## src/hw/rv_pkg.sv

```systemverilog
package rv_pkg;

  localparam int XLEN = 32;

  typedef logic [XLEN-1:0] word_t;
  typedef logic [4:0]      reg_idx_t;

  localparam word_t INSN_BYTES = 32'd4;  // PC step per instruction

  // Major opcodes of the supported RV32I subset
  typedef enum logic [6:0] {
    OPC_LUI      = 7'b0110111,
    OPC_AUIPC    = 7'b0010111,
    OPC_JAL      = 7'b1101111,
    OPC_JALR     = 7'b1100111,
    OPC_BRANCH   = 7'b1100011,
    OPC_OP_IMM   = 7'b0010011,
    OPC_OP       = 7'b0110011,
    OPC_MISC_MEM = 7'b0001111,
    OPC_SYSTEM   = 7'b1110011
  } opcode_e;

  typedef enum logic [3:0] {
    ALU_ADD,
    ALU_SUB,
    ALU_SLL,
    ALU_SLT,
    ALU_SLTU,
    ALU_XOR,
    ALU_SRL,
    ALU_SRA,
    ALU_OR,
    ALU_AND,
    ALU_PASS_B,  // LUI
    ALU_LINK     // Return address pc + 4
  } alu_op_e;

  typedef enum logic [2:0] {
    BR_EQ,
    BR_NE,
    BR_LT,
    BR_GE,
    BR_LTU,
    BR_GEU
  } br_op_e;

  typedef enum logic [1:0] {
    PC_SEQ,
    PC_BRANCH,
    PC_JAL,
    PC_JALR
  } pc_sel_e;

endpackage

```

## src/hw/rv_decode_if.sv

```systemverilog
`timescale 1ns/100ps

interface rv_decode_if;

  rv_pkg::reg_idx_t rs1;
  rv_pkg::reg_idx_t rs2;
  rv_pkg::reg_idx_t rd;
  rv_pkg::word_t    imm;        // Immediate of the current format
  rv_pkg::alu_op_e  alu_op;
  logic             src_a_pc;   // Operand A is pc instead of rs1
  logic             src_b_imm;  // Operand B is imm instead of rs2
  rv_pkg::br_op_e   br_op;
  rv_pkg::pc_sel_e  pc_sel;
  logic             rf_we;      // Already low for x0 and illegal words

  modport decoder (
    output rs1, rs2, rd, imm, alu_op, src_a_pc, src_b_imm, br_op, pc_sel, rf_we
  );

  modport alu (
    input imm, alu_op, src_a_pc, src_b_imm, br_op
  );

  modport pc (
    input imm, pc_sel
  );

  modport rf (
    input rs1, rs2, rd, rf_we
  );

endinterface

```

## src/hw/rv_alu.sv

```systemverilog
`timescale 1ns/100ps

module rv_alu (
  input  rv_pkg::word_t pc,
  input  rv_pkg::word_t rs1_data,
  input  rv_pkg::word_t rs2_data,
  rv_decode_if.alu      dec,
  output rv_pkg::word_t wb_data,
  output logic          br_taken
);

  rv_pkg::word_t op_a;
  rv_pkg::word_t op_b;
  logic [4:0]    shamt;

  assign op_a  = dec.src_a_pc ? pc : rs1_data;
  assign op_b  = dec.src_b_imm ? dec.imm : rs2_data;
  assign shamt = op_b[4:0];  // Upper bits of a shift amount are ignored

  always_comb begin
    case (dec.alu_op)
      rv_pkg::ALU_ADD:    wb_data = op_a + op_b;
      rv_pkg::ALU_SUB:    wb_data = op_a - op_b;
      rv_pkg::ALU_SLL:    wb_data = op_a << shamt;
      rv_pkg::ALU_SLT: begin
        wb_data = {{(rv_pkg::XLEN-1){1'b0}}, $signed(op_a) < $signed(op_b)};
      end
      rv_pkg::ALU_SLTU: begin
        wb_data = {{(rv_pkg::XLEN-1){1'b0}}, op_a < op_b};
      end
      rv_pkg::ALU_XOR:    wb_data = op_a ^ op_b;
      rv_pkg::ALU_SRL:    wb_data = op_a >> shamt;
      rv_pkg::ALU_SRA:    wb_data = $unsigned($signed(op_a) >>> shamt);
      rv_pkg::ALU_OR:     wb_data = op_a | op_b;
      rv_pkg::ALU_AND:    wb_data = op_a & op_b;
      rv_pkg::ALU_PASS_B: wb_data = op_b;
      rv_pkg::ALU_LINK:   wb_data = pc + rv_pkg::INSN_BYTES;
      default:            wb_data = op_a + op_b;
    endcase
  end

  // Branch compare always works on the two register values
  always_comb begin
    case (dec.br_op)
      rv_pkg::BR_EQ:  br_taken = (rs1_data == rs2_data);
      rv_pkg::BR_NE:  br_taken = (rs1_data != rs2_data);
      rv_pkg::BR_LT:  br_taken = ($signed(rs1_data) < $signed(rs2_data));
      rv_pkg::BR_GE:  br_taken = ($signed(rs1_data) >= $signed(rs2_data));
      rv_pkg::BR_LTU: br_taken = (rs1_data < rs2_data);
      rv_pkg::BR_GEU: br_taken = (rs1_data >= rs2_data);
      default:        br_taken = 1'b0;
    endcase
  end

endmodule

```

## src/hw/rv_core_top.sv

```systemverilog
`timescale 1ns/100ps

module rv_core_top #(
  parameter rv_pkg::word_t RESET_PC = 32'h0000_0000
) (
  input  logic             clk,
  input  logic             rst,
  input  rv_pkg::word_t    insn,
  output rv_pkg::word_t    pc,
  output logic             halt,
  output logic             illegal,
  output logic             wb_en,
  output rv_pkg::reg_idx_t wb_rd,
  output rv_pkg::word_t    wb_data
);

  rv_pkg::word_t rs1_data;
  rv_pkg::word_t rs2_data;
  logic          br_taken;

  rv_decode_if dec_bus ();

  rv_decoder decoder_i (
    .insn    (insn),
    .halt    (halt),
    .illegal (illegal),
    .dec     (dec_bus.decoder)
  );

  rv_reg_file reg_file_i (
    .clk      (clk),
    .rst      (rst),
    .dec      (dec_bus.rf),
    .wb_data  (wb_data),
    .rs1_data (rs1_data),
    .rs2_data (rs2_data)
  );

  rv_alu alu_i (
    .pc       (pc),
    .rs1_data (rs1_data),
    .rs2_data (rs2_data),
    .dec      (dec_bus.alu),
    .wb_data  (wb_data),   // Also the register file write data
    .br_taken (br_taken)
  );

  rv_pc_unit #(
    .RESET_PC (RESET_PC)
  ) pc_unit_i (
    .clk      (clk),
    .rst      (rst),
    .dec      (dec_bus.pc),
    .rs1_data (rs1_data),
    .br_taken (br_taken),
    .pc       (pc)
  );

  // Register file write port as seen from outside
  assign wb_en = dec_bus.rf_we;
  assign wb_rd = dec_bus.rd;

endmodule

```

## src/hw/rv_decoder.sv

```systemverilog
`timescale 1ns/100ps

module rv_decoder (
  input  rv_pkg::word_t insn,
  output logic          halt,
  output logic          illegal,
  rv_decode_if.decoder  dec
);

  rv_pkg::opcode_e opcode;
  logic [2:0]      funct3;
  logic [6:0]      funct7;
  rv_pkg::word_t   imm_i;
  rv_pkg::word_t   imm_b;
  rv_pkg::word_t   imm_j;
  rv_pkg::word_t   imm_u;
  logic            write_rd;
  logic            f7_ok;  // funct7 is 0 or the SUB/SRA pattern

  // Arithmetic op from funct3, alt selects SUB or SRA
  function automatic rv_pkg::alu_op_e arith_op(input logic [2:0] f3, input logic alt);
    rv_pkg::alu_op_e op;
    case (f3)
      3'b000:  op = alt ? rv_pkg::ALU_SUB : rv_pkg::ALU_ADD;
      3'b001:  op = rv_pkg::ALU_SLL;
      3'b010:  op = rv_pkg::ALU_SLT;
      3'b011:  op = rv_pkg::ALU_SLTU;
      3'b100:  op = rv_pkg::ALU_XOR;
      3'b101:  op = alt ? rv_pkg::ALU_SRA : rv_pkg::ALU_SRL;
      3'b110:  op = rv_pkg::ALU_OR;
      default: op = rv_pkg::ALU_AND;
    endcase
    return op;
  endfunction

  assign opcode = rv_pkg::opcode_e'(insn[6:0]);
  assign funct3 = insn[14:12];
  assign funct7 = insn[31:25];
  assign f7_ok  = (funct7 == 7'b0000000) || (funct7 == 7'b0100000);

  assign dec.rs1 = insn[19:15];
  assign dec.rs2 = insn[24:20];
  assign dec.rd  = insn[11:7];

  assign imm_i = {{20{insn[31]}}, insn[31:20]};
  assign imm_b = {{19{insn[31]}}, insn[31], insn[7], insn[30:25], insn[11:8], 1'b0};
  assign imm_j = {{11{insn[31]}}, insn[31], insn[19:12], insn[20], insn[30:21], 1'b0};
  assign imm_u = {insn[31:12], 12'b0};

  always_comb begin
    dec.imm       = imm_i;
    dec.alu_op    = rv_pkg::ALU_ADD;
    dec.src_a_pc  = 1'b0;
    dec.src_b_imm = 1'b0;
    dec.br_op     = rv_pkg::BR_EQ;
    dec.pc_sel    = rv_pkg::PC_SEQ;  // Illegal words fall through to pc + 4
    write_rd      = 1'b0;
    halt          = 1'b0;
    illegal       = 1'b0;
    case (opcode)
      rv_pkg::OPC_LUI: begin
        dec.imm       = imm_u;
        dec.alu_op    = rv_pkg::ALU_PASS_B;
        dec.src_b_imm = 1'b1;
        write_rd      = 1'b1;
      end
      rv_pkg::OPC_AUIPC: begin
        dec.imm       = imm_u;
        dec.src_a_pc  = 1'b1;
        dec.src_b_imm = 1'b1;
        write_rd      = 1'b1;
      end
      rv_pkg::OPC_JAL: begin
        dec.imm    = imm_j;
        dec.alu_op = rv_pkg::ALU_LINK;
        dec.pc_sel = rv_pkg::PC_JAL;
        write_rd   = 1'b1;
      end
      rv_pkg::OPC_JALR: begin
        dec.alu_op = rv_pkg::ALU_LINK;  // Target is built in the PC unit
        dec.pc_sel = rv_pkg::PC_JALR;
        write_rd   = 1'b1;
      end
      rv_pkg::OPC_BRANCH: begin
        dec.imm = imm_b;
        case (funct3)
          3'b000:  dec.br_op = rv_pkg::BR_EQ;
          3'b001:  dec.br_op = rv_pkg::BR_NE;
          3'b100:  dec.br_op = rv_pkg::BR_LT;
          3'b101:  dec.br_op = rv_pkg::BR_GE;
          3'b110:  dec.br_op = rv_pkg::BR_LTU;
          3'b111:  dec.br_op = rv_pkg::BR_GEU;
          default: illegal = 1'b1;
        endcase
        if (!illegal) dec.pc_sel = rv_pkg::PC_BRANCH;
      end
      rv_pkg::OPC_OP_IMM: begin
        dec.alu_op    = arith_op(funct3, funct3 == 3'b101 && funct7[5]);
        dec.src_b_imm = 1'b1;
        write_rd      = 1'b1;
        // Shift immediates only allow funct7 of 0, SRAI also 0100000
        if (funct3 == 3'b001 && funct7 != 7'b0000000) illegal = 1'b1;
        if (funct3 == 3'b101 && !f7_ok) illegal = 1'b1;
      end
      rv_pkg::OPC_OP: begin
        dec.alu_op = arith_op(funct3, funct7[5]);
        write_rd   = 1'b1;
        if (funct7 != 7'b0000000 &&
            !(funct7 == 7'b0100000 && (funct3 == 3'b000 || funct3 == 3'b101))) begin
          illegal = 1'b1;
        end
      end
      rv_pkg::OPC_MISC_MEM: ;  // FENCE has nothing to order here
      rv_pkg::OPC_SYSTEM: begin
        if (insn[31:7] == 25'd0) halt = 1'b1;  // ECALL
        else illegal = 1'b1;
      end
      default: illegal = 1'b1;
    endcase
  end

  assign dec.rf_we = write_rd && (dec.rd != 5'd0) && !illegal;

endmodule

```

## src/hw/rv_pc_unit.sv

```systemverilog
`timescale 1ns/100ps

module rv_pc_unit #(
  parameter rv_pkg::word_t RESET_PC = 32'h0000_0000
) (
  input  logic          clk,
  input  logic          rst,
  rv_decode_if.pc       dec,
  input  rv_pkg::word_t rs1_data,
  input  logic          br_taken,
  output rv_pkg::word_t pc
);

  rv_pkg::word_t seq_pc;
  rv_pkg::word_t rel_pc;    // Target of branches and JAL
  rv_pkg::word_t jalr_sum;
  rv_pkg::word_t next_pc;

  assign seq_pc   = pc + rv_pkg::INSN_BYTES;
  assign rel_pc   = pc + dec.imm;
  assign jalr_sum = rs1_data + dec.imm;

  always_comb begin
    case (dec.pc_sel)
      rv_pkg::PC_SEQ:    next_pc = seq_pc;
      rv_pkg::PC_BRANCH: next_pc = br_taken ? rel_pc : seq_pc;
      rv_pkg::PC_JAL:    next_pc = rel_pc;
      rv_pkg::PC_JALR:   next_pc = {jalr_sum[rv_pkg::XLEN-1:1], 1'b0};  // Clear bit 0
      default:           next_pc = seq_pc;
    endcase
  end

  always_ff @(posedge clk) begin
    if (rst) begin
      pc <= RESET_PC;
    end else begin
      pc <= next_pc;
    end
  end

endmodule

```

## src/hw/rv_reg_file.sv

```systemverilog
`timescale 1ns/100ps

module rv_reg_file (
  input  logic          clk,
  input  logic          rst,
  rv_decode_if.rf       dec,
  input  rv_pkg::word_t wb_data,
  output rv_pkg::word_t rs1_data,
  output rv_pkg::word_t rs2_data
);

  localparam int NUM_REGS = 32;

  // x0 has no storage
  rv_pkg::word_t regs [1:NUM_REGS-1];

  always_ff @(posedge clk) begin
    if (rst) begin
      for (int i = 1; i < NUM_REGS; i++) begin
        regs[i] <= '0;
      end
    end else if (dec.rf_we) begin
      regs[dec.rd] <= wb_data;  // rf_we is never high for rd of 0
    end
  end

  // Asynchronous reads
  always_comb begin
    rs1_data = '0;
    rs2_data = '0;
    if (dec.rs1 != 5'd0) rs1_data = regs[dec.rs1];
    if (dec.rs2 != 5'd0) rs2_data = regs[dec.rs2];
  end

endmodule

```

## config.mk

```make
export PLATFORM = sky130hd
export DESIGN_NAME = rv_core_top
export DESIGN_NICKNAME = d
export VERILOG_FILES = /design/src/hw/rv_pkg.sv /design/src/hw/rv_decode_if.sv /design/src/hw/rv_alu.sv /design/src/hw/rv_core_top.sv /design/src/hw/rv_decoder.sv /design/src/hw/rv_pc_unit.sv /design/src/hw/rv_reg_file.sv
export SDC_FILE = /design/constraint.sdc
export NUM_CORES = 2
export LEC_CHECK = 0
export BUFFER_PORTS_ARGS = -buffer_cell sky130_fd_sc_hd__buf_4
export CELL_PAD_IN_SITES_DETAIL_PLACEMENT = 0
export CELL_PAD_IN_SITES_GLOBAL_PLACEMENT = 1
export CORE_MARGIN = 1
export CORE_UTILIZATION = 54
export CTS_BUF_LIST = sky130_fd_sc_hd__clkbuf_16
export DETAILED_ROUTE_END_ITERATION = 12
export HOLD_SLACK_MARGIN = 0.02
export PLACE_DENSITY_LB_ADDON = 0.1
export SLEW_MARGIN = 15
export SYNTH_ARGS = -nofsm -noshare
export SYNTH_HDL_FRONTEND = slang
export SYNTH_SLANG_ARGS = --single-unit
```

## constraint.sdc

```tcl
create_clock -name clk -period 18.04 [get_ports clk]
set_input_delay 3.608 -clock clk [delete_from_list [all_inputs] [get_ports clk]]
set_output_delay 3.608 -clock clk [all_outputs]
set_load 0.02 [all_outputs]
```

After elaboration in Yosys (flattened, before gate mapping)

Memory sizes are Yosys's and may differ from the RTL's.
Cells that the tools add are included.

Register bits: 32
Bits in writable memories: 992
Input bits: 34
Output and inout bits: 72
Word-level logic and storage cells: 125
Memories: 1

Add/subtract/negate cells: 5
Order comparisons: 6
Eq/ne operators: 38
Shifts and indexed selects: 3
Muxes and demuxes: 40
Bitwise gates (word level): 3
Reductions and logical operators: 28

Memories:

| name            | words | bits a word | rd ports | clocked after Yosys merged registers in | write ports | RTL line          | source |
|---|---|---|---|---|---|---|---|
| reg_file_i.regs | 31    | 32          | 2        | 0                                       | 31          | rv_reg_file.sv:15 | `rv_pkg::word_t regs [1:NUM_REGS-1];` |

Operators with widths:

| operator                                             | count |
|---|---|
| case mux 32 bit (11 select lines)                    | 1 |
| two-way mux 32 bit                                   | 6 |
| less-than comparator 32 bit                          | 4 |
| case mux 32 bit (4 select lines)                     | 1 |
| adder 32 bit                                         | 3 |
| case mux 31 bit (3 select lines)                     | 1 |
| >= comparator 32 bit                                 | 2 |
| case mux 4 bit (7 select lines)                      | 2 |
| adder 32 x 3 -> 32 bit (second input constant)       | 1 |
| AND 32 bit                                           | 1 |
| equality test 32 bit                                 | 1 |
| != test 32 bit                                       | 1 |
| bitwise OR 32 bit                                    | 1 |
| OR reduction 32 bit                                  | 1 |
| << shifter 32 x 5 -> 32 bit                          | 1 |
| right shift 32 x 5 -> 32 bit                         | 1 |
| >>> shifter 32 x 5 -> 32 bit                         | 1 |
| subtractor 32 bit                                    | 1 |
| XOR 32 bit                                           | 1 |
| equality test 7 bit (second input constant)          | 4 |
| logical NOT 25 bit                                   | 1 |
| two-way mux 1 bit                                    | 22 |
| equality test 7 x 6 -> 1 bit (second input constant) | 3 |
| equality test 3 bit (second input constant)          | 6 |
| other kinds (29)                                     | 56 |

Longest topological paths before layout

Word-level depth: 14
Gate-level depth with buffers: 29
Gate-level depth less buffers: 23

Cells and area by module

A second synthesis with hierarchy kept.

Cells, all modules: 5959
Area, all modules: 71194.5 um2

Modules (own cells, without submodules):

| module      | instances | cells each | area each (um2) | sequential area each (um2) |
|---|---|---|---|---|
| rv_reg_file | 1         | 3505       | 54180.7         | 30749.5 |
| rv_alu      | 1         | 1626       | 11138.2         | 0.0 |
| rv_pc_unit  | 1         | 688        | 5001.0          | 640.6 |
| rv_decoder  | 1         | 140        | 874.6           | 0.0 |

Worst setup path before layout

OpenSTA, ideal clock, no wires.

Path type: input to output
Start: input insn[20]
End: output wb_data[30]
Arrival time: 9.819 ns
Data required time: 14.432 ns
Path slack: 4.613 ns
Stages on the path: 26
Buffers on the path: 8
Cell sequence: buf_6 > buf_8 > buf_8 > buf_2 > clkbuf_1 > buf_1 > mux4_2 > mux4_2 > nand2_1 > nand2_1 > nand2_1 > o21a_1 > ha_1 > clkbuf_1 > o21ai_0 > o21a_1 > o31ai_1 > a31oi_1 > o41ai_2 > a221oi_1 > o211a_1 > or3_1 > a221o_1 > a21oi_2 > buf_6 > inv_1

Word-level cells in the longest chain between the ends: 5
Elaborated cells between the ends (all ways): 14
Classes of those cells: add/sub: 2; shift: 3; mux: 4; bitwise: 3; reduce/logical: 1; memory: 1

RTL lines:

| item                                                            | RTL line                   | source |
|---|---|---|
| start, declared                                                 | rv_core_top.sv:8           | `input rv_pkg::word_t insn,` |
| memory read (31 x 32 bit) or nonzero test 5 bit (tied branches) | n/a                        |  |
| two-way mux 32 bit                                              | rv_reg_file.sv:32          | `if (dec.rs2 != 5'd0) rs2_data = regs[dec.rs2];` |
| two-way mux 32 bit *                                            | rv_alu.sv:17               | `assign op_b = dec.src_b_imm ? dec.imm : rs2_data;` |
| adder 32 bit, or another cell as far along                      | rv_alu.sv:22, rv_alu.sv:38 |  |
| case mux 32 bit (11 select lines) *                             | rv_alu.sv:21               | `case (dec.alu_op)` |
| end, declared                                                   | rv_core_top.sv:14          | `output rv_pkg::word_t wb_data` |

Every way passes the cells marked *; elsewhere a longest branch is shown, timed or not.

Final worst setup path

Start: input insn[15]
End: output wb_data[0]

Word-level cells in the longest chain between the ends: 5
Elaborated cells between the ends (all ways): 17
Classes of those cells: add/sub: 2; order compare: 2; shift: 3; mux: 5; bitwise: 3; reduce/logical: 1; memory: 1

RTL lines:

| item                                                            | RTL line                   | source |
|---|---|---|
| memory read (31 x 32 bit) or nonzero test 5 bit (tied branches) | n/a                        |  |
| two-way mux 32 bit                                              | rv_reg_file.sv:31          | `if (dec.rs1 != 5'd0) rs1_data = regs[dec.rs1];` |
| two-way mux 32 bit                                              | rv_alu.sv:16               | `assign op_a = dec.src_a_pc ? pc : rs1_data;` |
| adder 32 bit, or another cell as far along                      | rv_alu.sv:22, rv_alu.sv:38 |  |
| case mux 32 bit (11 select lines) *                             | rv_alu.sv:21               |  |

Marked as above.

==> flow_summary.json <==
{
  "run_status": "finished, final reports clean",
  "synth-warning-count": 0,
  "critPathMaxFanout": 54,
  "grt_start_max_net_pins": 117,
  "gp_congestion": 1.05,
  "cpMostUsedCell": "buf_4",
  "synthAdderAreaFrac_pct": 3.57,
  "clkLatencyLatePin_ns": 0.78,
  "setup_slack_ns": 2.35,
  "total_leakage_power_uw": 0.0295,
  "fin_crit_sh_pct": 87.0,
  "synth_top_family_by_area": "multiplexers",
  "synthSimpleGateAreaFrac_pct": 12.0,
  "grt_pass1_wl_mm": 417,
  "power_density_nw_per_um2": 101,
  "ios": 106,
  "max_slew.worst_pin.slew_ns": 1.35,
  "fmax_ghz": 0.0637,
  "htreeDepth": 3,
  "wl_per_cell_um": 38.8,
  "rows": 130,
  "drive_gt1_share_pct": 17.8,
  "clk_pin_slew_worst_paths_ns": 0.05,
  "post-cts-setup-buffers": 0,
  "syn_avg_cell_area_um2": 11.2,
  "die_y_um": 360,
  "syn_area_um2": 69200,
  "synthMuxAreaShare_pct": 20.9,
  "cts_sinks": 1056,
  "cp_slowest_stage_delay_ns": 0.99,
  "antenna_found_initial": 8,
  "ctsResizeCount": 0,
  "port_buffers": 105,
  "area_growth_pct": 8.63,
  "path_class": "primary input to output port",
  "syn_inst": 6148,
  "critical_path_arrival_ns": 12.08,
  "root_buffer": "clkbuf_16",
  "dpl.cell_count": 7586,
  "synth_edf_count": 1024,
  "synthFlopType": "edfxtp_1",
  "drc": 0,
  "synth_xor_area_share_pct": 1.38,
  "drtIter0Drc": 9565,
  "tns_ns": 0,
  "track_usage_pct": 46.0,
  "hold_viol": 0,
  "critical-path-slowest-cell": "o41ai_1",
  "relSlewSlack_pct": 9.91,
  "skew_ns": 0.0695,
  "clockBufferDepth": 3,
  "yosysSeqAreaShare_pct": 45.4,
  "synth_compound_area_share_pct": 11.9,
  "startpoint_type": "primary input",
  "die_w_um": 360,
  "final_core_util_pct": 59.4,
  "cp_num_buf_inv": 6,
  "dieArea_um2": 130000,
  "fin_nets": 6280,
  "critPathTopFamily": "compound AO/OA/AOI/OAI gates",
  "rsz0062_at_grt": "false",
  "fp.coreArea_um2": 126000,
  "hold_class": "flop to flop",
  "setup_viol": 0,
  "cts_tree": "done",
  "dpl.hpwl_mm": 201,
  "crit_path_end_kind": "output port",
  "vias_per_cell": 7.33,
  "maxCapViolCount": 0,
  "routed-via-count": 57200,
  "hold_slack_ns": 0.704,
  "ant_nets": 0,
  "first_global_vias": 54300,
  "required_ns": 14.43,
  "firstDrtPassIters": 9,
  "fill_cells": 10400,
  "grt.overflow.total": 0,
  "initial_core_util_pct": 54.7,
  "dp_worst_setup_slack_ns": 2.25,
  "vdd_drop_max_v": 0.000114,
  "finalNonFillerCells": 7796,
  "maxSlewViolCount": 0,
  "synth_seq_cells": 1056,
  "cts_made_buffers": 111,
  "wirelength_mm": 303,
  "synthArstFlopShare_pct": 0,
  "postCtsHoldBufs": 0,
  "min_period_ns": 15.69,
  "synth.distinct_cells": 108,
  "cp_cell_sequence": "clkbuf_8 -> and2_2 -> a22oi_1 -> a21oi_1 -> nor4_1 -> buf_4 -> a22oi_2 -> inv_1 -> ha_1 -> o21ai_0 -> o21a_1 -> o31ai_1 -> a31oi_1 -> o41ai_2 -> a221oi_1 -> o211a_1 -> o41ai_1 -> o21ai_0 -> o21ai_2 -> buf_4 -> inv_1 -> buf_4"
}
==> worst paths after layout <==
check	from	to	slack (ns)	cells past startpoint
max	insn[15]	wb_data[0]	2.35	22
min	pc_unit_i.pc[0]$_SDFFE_PP0P_	pc_unit_i.pc[0]$_SDFFE_PP0P_	0.70	2
max reg2reg	reg_file_i.regs[22][0]$_SDFFCE_PN0P_	reg_file_i.regs[0][0]$_DFFE_PP_	10.34	21
min reg2reg	pc_unit_i.pc[0]$_SDFFE_PP0P_	pc_unit_i.pc[0]$_SDFFE_PP0P_	0.70	2
==> cells in the mapped netlist, drive strengths merged, types with 68 or more instances <==
cell / count / area (um2)
a22oi: 216 / 1670
a21oi: 348 / 1780
mux4: 393 / 8850
nor2: 1151 / 4400
o21ai: 124 / 636
clkbuf: 276 / 1040
inv: 167 / 629
buf: 276 / 1700
nand2: 365 / 1370
ha: 191 / 2390
nand3: 75 / 375
a21o: 68 / 510
xnor2: 70 / 613
edfxtp: 1024 / 30700
mux2i: 526 / 5280
==> layer usage <==
metal	global-route usage, %	part of all wire, %	up-vias
met5	0	0.022	-
met4	31.5	8.2	10
met3	12.5	13	1021
met2	70.0	44	4828
met1	57.3	35	28300
li1	-	-	23000
==> sequential cells by signal, indices dropped and copies added, names as in the netlist <==
register	flops
reg_file_i.regs	1024
pc_unit_i.pc	32
==> through the flow <==
| stage | instance area (um2) | total power (uW) |
|---|---|---|
| floorplan | 69300 | 4400 |
| global placement | 71600 | 5310 |
| detailed placement | 71600 | 5310 |
| CTS | 75100 | 7500 |
| global route | 75100 | 7760 |
| finish | 75100 | 7600 |
==> power breakdown <==
group | switching [uW] | internal, uW
clock | 1030 | 1200
combinational | 1760 | 739
sequential | 70.2 | 2800
total | 2860 | 4740
==> layout make-up <==
type	instances	area, um2	area share (%)
multi-input cells	4403	35200	46.8
flip-flops and latches	1056	31400	41.8
clock buffers	111	2780	3.70
repair buffers	312	2420	3.22
well taps	1650	2060	2.75
clock inverters	88	658	0.876
inverters	167	629	0.838
diodes	9	22.5	0.0300
==> layout by cell type, fill, tap and decap left out, types with 26 or more instances in the layout <==
master | synthesis | final
a211oi_1 | 52 | 51
a21o_1 | 68 | 68
a21oi_1 | 343 | 340
a22oi_1 | 209 | 208
and2_1 | 43 | 42
buf_4 | 53 | 301
clkbuf_16 | 0 | 111
clkinv_1 | 0 | 31
conb_1 | 1 | 32
dfxtp_1 | 32 | 32
edfxtp_1 | 1024 | 1024
ha_1 | 191 | 191
inv_1 | 157 | 179
mux2_2 | 26 | 26
mux2i_1 | 525 | 524
mux4_2 | 393 | 393
nand2_1 | 365 | 334
nand2_2 | 0 | 31
nand2b_1 | 60 | 27
nand3_1 | 75 | 74
nor2_1 | 1121 | 1116
nor2_2 | 30 | 32
nor3_1 | 49 | 45
nor4_1 | 37 | 28
o211ai_1 | 36 | 36
o21a_1 | 34 | 32
o21ai_0 | 112 | 109
o22ai_1 | 37 | 34
xnor2_1 | 70 | 70
xor2_1 | 39 | 39
==> worst min-delay path: cells and delay by family, from the launching register on <==
family,cells,cell delay [ns]
and+or+nand+nor,1,0.05
DFF,1,0.41
AOI/OAI and AO/OA,1,0.20
==> kinds of logic (layout without fill, tap and decap cells) <==
group	after synthesis	count (layout)
flip-flops	1056	1056
buffers and inverters	720	678
multiplexers	945	945
adder cells (fa/ha/maj)	195	195
XOR/XNOR	109	109
other	1	41
AND/OR/NAND/NOR	1924	1924
AO/OA/AOI/OAI	1198	1198
No activity file was read; power rests on OpenSTA's default activity.
